[src/include/extbus_consts.svh]
`ifndef EXTBUS_CONSTS_SVH
`define EXTBUS_CONSTS_SVH

// Bus widths
`define ADDR_W 16
`define DATA_W 16
`define BYTE_W 8

// UART register map
`define UART_DATA_ADDR 16'hBF00
`define UART_STAT_ADDR 16'hBF01

// Receive queue, must be a power of two
`define RXQ_DEPTH 8

// Status word bits
`define STAT_RX_AVAIL 0
`define STAT_TX_IDLE 1

`endif

[src/rtl/extbus_pkg.sv]
`include "extbus_consts.svh"

package extbus_pkg;

	typedef logic [`ADDR_W-1:0] bus_addr_t;
	typedef logic [`DATA_W-1:0] bus_data_t;
	typedef logic [`BYTE_W-1:0] uart_byte_t;

	// Extra MSB tells full from empty
	typedef logic [$clog2(`RXQ_DEPTH):0] rxq_ptr_t;

	typedef struct packed {
		bus_addr_t addr;
		bus_data_t wdata;
		logic write;
	} mem_req_t;

	typedef struct packed {
		bus_data_t rdata;
		logic err;
	} mem_resp_t;

	// Pins toward SRAM and UART chip, strobes active low
	typedef struct packed {
		bus_addr_t addr;
		bus_data_t data_out;
		logic data_oe;
		logic ram_en_n;
		logic ram_oe_n;
		logic ram_we_n;
		logic uart_rdn;
		logic uart_wrn;
	} chip_bus_t;

	typedef enum logic [3:0] {
		S_IDLE,
		S_RAM_RD1,
		S_RAM_RD2,
		S_RAM_WR1,
		S_RAM_WR2,
		S_QRD,
		S_TX1,
		S_TX2,
		S_TX3,
		S_TX4,
		S_RX1,
		S_RX2
	} ctrl_state_t;

endpackage

[src/rtl/rx_queue.sv]
`timescale 1ns/1ps
`include "extbus_consts.svh"

module rx_queue
	import extbus_pkg::*;
(
	input logic clk,
	input logic rst_n,

	input logic push,
	input uart_byte_t push_data,
	input logic pop,

	output logic full,
	output logic empty,
	output uart_byte_t head
);

	localparam int IDX_W = $bits(rxq_ptr_t) - 1;

	uart_byte_t mem [`RXQ_DEPTH];

	rxq_ptr_t wr_ptr;
	rxq_ptr_t rd_ptr;

	////////////////////
	// Pointers

	always_ff @(posedge clk or negedge rst_n) begin
		if (!rst_n) begin
			wr_ptr <= '0;
			rd_ptr <= '0;
		end else begin
			if (push && !full) wr_ptr <= wr_ptr + rxq_ptr_t'(1);
			if (pop && !empty) rd_ptr <= rd_ptr + rxq_ptr_t'(1);
		end
	end

	always_ff @(posedge clk) begin
		if (push && !full) mem[wr_ptr[IDX_W-1:0]] <= push_data;
	end

	// Same index, MSB differs once the writer has wrapped
	assign empty = (wr_ptr == rd_ptr);
	assign full = (wr_ptr[IDX_W] != rd_ptr[IDX_W]) &&
		(wr_ptr[IDX_W-1:0] == rd_ptr[IDX_W-1:0]);

	assign head = mem[rd_ptr[IDX_W-1:0]];

	////////////////////
	// Checks

	a_no_overflow: assert property (@(posedge clk) disable iff (!rst_n)
		push |-> !full)
		else $error("push into full receive queue");

	a_no_underflow: assert property (@(posedge clk) disable iff (!rst_n)
		pop |-> !empty)
		else $error("pop from empty receive queue");

endmodule

[src/rtl/ext_bus_ctrl.sv]
`timescale 1ns/1ps
`include "extbus_consts.svh"

module ext_bus_ctrl
	import extbus_pkg::*;
(
	input logic clk,
	input logic rst_n,

	input logic req_valid,
	input mem_req_t req,
	output logic req_ready,
	output logic resp_valid,
	output mem_resp_t resp,

	output chip_bus_t chip,
	input bus_data_t data_in,
	input logic data_ready,
	input logic tbre,
	input logic tsre,

	input logic rxq_full,
	input logic rxq_empty,
	input uart_byte_t rxq_head,
	output logic rxq_push,
	output uart_byte_t rxq_push_data,
	output logic rxq_pop
);

	ctrl_state_t state;

	logic resp_valid_q;
	mem_resp_t resp_q;

	bus_addr_t addr_q;
	bus_data_t dout_q;
	logic data_oe_q;
	logic ram_en_n_q;
	logic ram_oe_n_q;
	logic ram_we_n_q;
	logic uart_rdn_q;
	logic uart_wrn_q;

	uart_byte_t rx_byte_q;

	logic cap_start;
	logic req_fire;
	logic is_uart_data;
	logic is_uart_stat;
	bus_data_t stat_word;

	////////////////////
	// Decode

	assign is_uart_data = (req.addr == `UART_DATA_ADDR);
	assign is_uart_stat = (req.addr == `UART_STAT_ADDR);

	// Capture wins over a waiting request
	assign cap_start = data_ready && !rxq_full;
	assign req_ready = (state == S_IDLE) && !cap_start;
	assign req_fire = req_valid && req_ready;

	always_comb begin
		stat_word = '0;
		stat_word[`STAT_RX_AVAIL] = !rxq_empty;
		stat_word[`STAT_TX_IDLE] = tbre & tsre;
	end

	////////////////////
	// Sequencer

	always_ff @(posedge clk or negedge rst_n) begin
		if (!rst_n) begin
			state <= S_IDLE;
			resp_valid_q <= 1'b0;
			data_oe_q <= 1'b0;
			ram_en_n_q <= 1'b1;
			ram_oe_n_q <= 1'b1;
			ram_we_n_q <= 1'b1;
			uart_rdn_q <= 1'b1;
			uart_wrn_q <= 1'b1;
		end else begin
			resp_valid_q <= 1'b0;
			case (state)
				S_IDLE: begin
					if (cap_start) begin
						uart_rdn_q <= 1'b0;
						state <= S_RX1;
					end else if (req_fire) begin
						if (is_uart_stat) begin
							resp_valid_q <= 1'b1;
						end else if (is_uart_data && req.write) begin
							data_oe_q <= 1'b1;
							state <= S_TX1;
						end else if (is_uart_data) begin
							state <= S_QRD;
						end else if (req.write) begin
							ram_en_n_q <= 1'b0;
							data_oe_q <= 1'b1;
							state <= S_RAM_WR1;
						end else begin
							ram_en_n_q <= 1'b0;
							state <= S_RAM_RD1;
						end
					end
				end

				S_RAM_RD1: begin
					ram_oe_n_q <= 1'b0;
					state <= S_RAM_RD2;
				end
				S_RAM_RD2: begin
					ram_en_n_q <= 1'b1;
					ram_oe_n_q <= 1'b1;
					resp_valid_q <= 1'b1;
					state <= S_IDLE;
				end

				S_RAM_WR1: begin
					ram_we_n_q <= 1'b0;
					state <= S_RAM_WR2;
				end
				S_RAM_WR2: begin
					ram_we_n_q <= 1'b1;
					ram_en_n_q <= 1'b1;
					data_oe_q <= 1'b0;
					resp_valid_q <= 1'b1;
					state <= S_IDLE;
				end

				S_QRD: begin
					resp_valid_q <= 1'b1;
					state <= S_IDLE;
				end

				// Hold wrn low until the UART takes the byte
				S_TX1: begin
					uart_wrn_q <= 1'b0;
					state <= S_TX2;
				end
				S_TX2: begin
					if (!tbre) begin
						uart_wrn_q <= 1'b1;
						state <= S_TX3;
					end
				end
				S_TX3: begin
					if (tbre) state <= S_TX4;
				end
				S_TX4: begin
					if (tsre) begin
						data_oe_q <= 1'b0;
						resp_valid_q <= 1'b1;
						state <= S_IDLE;
					end
				end

				S_RX1: begin
					state <= S_RX2;
				end
				S_RX2: begin
					uart_rdn_q <= 1'b1;
					state <= S_IDLE;
				end

				default: state <= S_IDLE;
			endcase
		end
	end

	////////////////////
	// Payload

	always_ff @(posedge clk) begin
		if (req_fire) begin
			addr_q <= req.addr;
			dout_q <= req.wdata;
		end

		if (state == S_RX1) rx_byte_q <= data_in[`BYTE_W-1:0];

		case (state)
			S_IDLE: begin
				if (req_fire) resp_q <= mem_resp_t'{rdata: stat_word, err: 1'b0};
			end
			S_RAM_RD2: resp_q <= mem_resp_t'{rdata: data_in, err: 1'b0};
			S_RAM_WR2: resp_q <= '0;
			S_QRD: begin
				if (rxq_empty)
					resp_q <= mem_resp_t'{rdata: '0, err: 1'b1};
				else
					resp_q <= mem_resp_t'{
						rdata: {{(`DATA_W-`BYTE_W){1'b0}}, rxq_head},
						err: 1'b0
					};
			end
			S_TX4: resp_q <= '0;
			default: resp_q <= resp_q;
		endcase
	end

	////////////////////
	// Outputs

	assign resp_valid = resp_valid_q;
	assign resp = resp_q;

	assign rxq_push = (state == S_RX2);
	assign rxq_push_data = rx_byte_q;
	assign rxq_pop = (state == S_QRD) && !rxq_empty;

	assign chip.addr = addr_q;
	assign chip.data_out = dout_q;
	assign chip.data_oe = data_oe_q;
	assign chip.ram_en_n = ram_en_n_q;
	assign chip.ram_oe_n = ram_oe_n_q;
	assign chip.ram_we_n = ram_we_n_q;
	assign chip.uart_rdn = uart_rdn_q;
	assign chip.uart_wrn = uart_wrn_q;

	////////////////////
	// Bus contention checks

	a_ram_oe_we: assert property (@(posedge clk) disable iff (!rst_n)
		!(!chip.ram_oe_n && !chip.ram_we_n))
		else $error("SRAM oe_n and we_n low together");

	a_uart_rd_wr: assert property (@(posedge clk) disable iff (!rst_n)
		!(!chip.uart_rdn && !chip.uart_wrn))
		else $error("UART rdn and wrn low together");

	// Chips drive the bus while these strobes are low
	a_bus_fight: assert property (@(posedge clk) disable iff (!rst_n)
		chip.data_oe |-> (chip.ram_oe_n && chip.uart_rdn))
		else $error("data_oe high while a chip drives the bus");

endmodule

[src/rtl/extbus_top.sv]
`timescale 1ns/1ps

module extbus_top
	import extbus_pkg::*;
(
	input logic clk,
	input logic rst_n,

	// CPU side
	input logic req_valid,
	input mem_req_t req,
	output logic req_ready,
	output logic resp_valid,
	output mem_resp_t resp,

	// Board side
	output chip_bus_t chip,
	input bus_data_t data_in,
	input logic data_ready,
	input logic tbre,
	input logic tsre
);

	logic rxq_push;
	uart_byte_t rxq_push_data;
	logic rxq_pop;
	logic rxq_full;
	logic rxq_empty;
	uart_byte_t rxq_head;

	ext_bus_ctrl ctrl_i (
		.clk (clk),
		.rst_n (rst_n),
		.req_valid (req_valid),
		.req (req),
		.req_ready (req_ready),
		.resp_valid (resp_valid),
		.resp (resp),
		.chip (chip),
		.data_in (data_in),
		.data_ready (data_ready),
		.tbre (tbre),
		.tsre (tsre),
		.rxq_full (rxq_full),
		.rxq_empty (rxq_empty),
		.rxq_head (rxq_head),
		.rxq_push (rxq_push),
		.rxq_push_data (rxq_push_data),
		.rxq_pop (rxq_pop)
	);

	// Holds bytes captured from the UART until the CPU reads them
	rx_queue rxq_i (
		.clk (clk),
		.rst_n (rst_n),
		.push (rxq_push),
		.push_data (rxq_push_data),
		.pop (rxq_pop),
		.full (rxq_full),
		.empty (rxq_empty),
		.head (rxq_head)
	);

endmodule

[config.mk]
export PLATFORM = sky130hd
export DESIGN_NAME = extbus_top
export DESIGN_NICKNAME = d
export VERILOG_FILES = /design/src/rtl/extbus_pkg.sv /design/src/rtl/rx_queue.sv /design/src/rtl/ext_bus_ctrl.sv /design/src/rtl/extbus_top.sv
export VERILOG_INCLUDE_DIRS = /design/src /design/src/include
export SDC_FILE = /design/constraint.sdc
export NUM_CORES = 1
export LEC_CHECK = 0
export ABC_AREA = 1
export CORE_MARGIN = 2
export CORE_UTILIZATION = 45
export CTS_CLUSTER_DIAMETER = 60
export DETAILED_ROUTE_END_ITERATION = 8
export DONT_BUFFER_PORTS = 1
export GPL_TIMING_DRIVEN = 1
export PLACE_DENSITY = 0.67
export SLEW_MARGIN = 40
export SYNTH_ARGS = -nofsm -noshare
export SYNTH_HDL_FRONTEND = slang
export SYNTH_SLANG_ARGS = --single-unit
[constraint.sdc]
create_clock -name clk -period 2.9 [get_ports clk]
set_clock_uncertainty 0.15 [all_clocks]
set_input_delay 0.145 -clock clk [delete_from_list [all_inputs] [get_ports clk]]
set_output_delay 0.145 -clock clk [all_outputs]
set_load 0.02 [all_outputs]
==> impl_metrics.yaml <==
die:
  dieWidth_um: 117
  io_pins: 112
  start_util: 0.458
  row_count: 41
  core-area_um2: 12500
  die_area_um2: 13700
  die_y_um: 117
finish:
  diodes: 0
  final_cell_mix: "edfxtp_1, nand2_1, nor2_1, dlygate4sd3_1, inv_1"
  fin_area_um2: 7130
  fillers: 1021
  drive_gt1_frac: 0.107
  layout_commonest_cell: "edfxtp_1"
  syn2layout_area_growth_pct: 24.4
  finalNetCount: 613
worst_setup_path:
  reg2reg_from: "rxq_i.rd_ptr[2]"
  worst_r2r_endpoint: "ctrl_i.state[1]"
  criticalPathCategory: "flip-flop to flip-flop"
  startpoint_type: "flip-flop"
  reg2regPathDepth: 11
  crit_arrival_ns: 2.80
  worstPathMaxFanout: 12
  cp.required_ns: 3.05
  reg2reg_slack_ns: 0.25
  end_kind: "flip-flop"
clock_network:
  clkTransAtPathRegs_ns: 0.06
  postCtsSetupBuffers: 0
  cts_buffers: 17
  clock-sinks: 140
  clock_path_buffers: 2
  clock_latency_ns: 0.42
  cts-root-buf: "clkbuf_16"
  cts_tree: "yes"
  htree_levels: 4
yosys:
  synth_top_area_cell: "edfxtp_1"
  synth_seq_area_share: 0.718
  avgSynthCellArea_um2: 11.8
  yosys.area.top_type_share: 0.634
  syn_inst: 486
  yosys_warnings: 0
  syn-num-nets: 543
  ys_types: 31
  synth-seq-cells: 140
  ys_top_cells_by_area: "edfxtp_1, dfrtp_1, nand2_1, nor2_1, inv_1"
  syn_area_um2: 5730
timing:
  tightest_slew_ns: 0.750
  finalCritPeriodShare: 0.914
  setup-tns-final_ns: 0
  setup_viol: 0
  fmax_ghz: 0.377
  relSlewSlack: 0.497
  fin_crit_ns: 2.65
  rsz0062_at_grt: "no"
  hold_viol: 0
  slew_viol_final: 0
power_and_ir_drop:
  p_leak_nw: 2.78
  intPower_w: 0.00458
  pwr-share-seq: 0.470
  sw_frac_of_total: 0.331
  pwr-share-clk: 0.334
  pwr-share-comb: 0.196
  ir_drop_uv: 683
  power.density_nw_per_um2: 961
  p_switching_w: 0.00227
global_routing:
  grt_usage: 0.215
  grt_pass1_vias: 3814
  grt_max_degree: 35
  grt_antenna_before_repair: 0
  grt_pass1_wl_mm: 21.4
  grt_overflow: 0
drt:
  post_drt_wl_per_cell_um: 18.4
  wirelength_mm: 13.7
  drtAntennaViolNets: 0
  viasPerCell: 5.27
  vias: 3902
  drtPass1Iterations: 5
  drc: 0
  dr.first_iter.drc_count: 423
run_status:
  outcome: "finished, final reports clean"
job:
  maxCapViolCount: 0
place:
  post-dp-hpwl_mm: 9.06
  port_buffers: 0
  gp_congestion: 0.903
  dpl_cell_area_um2: 5920
hold_path:
  holdPathStages: 8
  worstHoldPathType: "input pin to flip-flop"
  holdPathEnd: "ctrl_i.data_oe_q"
  worstHoldStart: "req[0]"
==> cell families after synthesis <==
group,Yosys count,synth area share
AOI/OAI and AO/OA,60,0.0635
and+or+nand+nor,207,0.150
adders and majority gates,2,0.00436
buffers and inverters,71,0.0550
xor gates and xnor gates,6,0.00917
DFF,140,0.718
==> layout make-up <==
class                           instances  area [um^2]  share of cell area
Tap cell                              172          215              0.0302
Timing Repair Buffer                   69          658              0.0923
Clock inverter                         13          188              0.0263
Clock buffer                           19          443              0.0621
Multi-Input combinational cell        275         1310               0.183
Inverter                               53          204              0.0286
Sequential cell                       140         4120               0.577
==> Yosys cell counts, drive strengths merged <==
library cell / count
a21boi: 1
a21oi: 5
a31oi: 2
and3: 1
buf: 11
clkbuf: 7
clkinv: 1
dfrtp: 14
dfstp: 5
edfxtp: 121
ha: 2
inv: 52
nand2: 91
nand3: 31
nand4: 3
nor2: 79
nor3: 2
o211ai: 1
o21ai: 36
o221ai: 12
o22ai: 3
xnor2: 1
xor2: 5
==> power by group through the flow <==
stage	sequential (W)	combinational, W	clock (W)
2_1_floorplan	0.00306	0.00102	0
3_3_place_gp	0.00326	0.00118	0
3_5_place_dp	0.00326	0.00119	0
4_1_cts	0.00322	0.00133	0.00231
5_1_grt	0.00325	0.00151	0.00240
6_report	0.00322	0.00134	0.00229
==> worst max-delay path, cell delays in order, from the launching register on <==
cell           delay, ns
dfrtp_1             0.52
inv_2               0.20
nand2_1             0.07
nand2_1             0.10
nand4_1             0.18
nand2_2             0.17
nand2_1             0.07
inv_1               0.18
nand2_1             0.14
nand3_1             0.12
dlygate4sd3_1       0.55
nand2_1             0.06
==> layer usage <==
layer  GRT usage  wire length (um)  vias to the layer above  share of wire
li1            -                 -                     1814              -
met1       0.280              5430                     1872           0.40
met2       0.349              6860                      189           0.50
met3      0.0582              1090                       27          0.080
met4      0.0792               278                        0          0.020
met5           0                 0                        -              0
==> per-stage QoR <==
| stage | util | hold WS, ns | instances | setup slack, ns | total power [W] |
|---|---|---|---|---|---|
| after floorplan | - | -0.301 | 486 | 0.285 | 0.00408 |
| after global placement | 0.473 | -0.300 | 651 | 0.547 | 0.00444 |
| after detailed placement | 0.473 | -0.300 | 651 | 0.496 | 0.00445 |
| after CTS | 0.569 | 0.0713 | 740 | 0.244 | 0.00686 |
| after global routing | 0.570 | 0.131 | 741 | 0.0371 | 0.00716 |
| final | 0.570 | 0.0833 | 741 | 0.249 | 0.00685 |
==> flip-flops by register name, summed over array words and instances (netlist names), 4 cells and up <==
signal,cells
ctrl_i.addr_q,16
ctrl_i.dout_q,16
ctrl_i.resp,17
ctrl_i.rxq_push_data,8
ctrl_i.state,4
rxq_i.mem,64
rxq_i.rd_ptr,4
rxq_i.wr_ptr,4
==> worst max path at each step <==
stage / startpoint / endpoint
after floorplan: rxq_i.rd_ptr[0] / ctrl_i.resp[0]
after global placement: rxq_i.rd_ptr[1] / ctrl_i.resp[6]
after detailed placement: rxq_i.rd_ptr[1] / ctrl_i.resp[13]
after CTS: rxq_i.rd_ptr[1] / ctrl_i.state[1]
after global routing: rxq_i.rd_ptr[2] / ctrl_i.state[2]
final: rxq_i.rd_ptr[2] / ctrl_i.state[1]
==> what timing repair did <==
action	4_1_cts	5_1_grt
resized for setup	0	1
hold endpoints to repair	84	19
hold buffers	57	1
endpoints found under the setup margin	0	2
No activity file was read; power rests on OpenSTA's default activity.
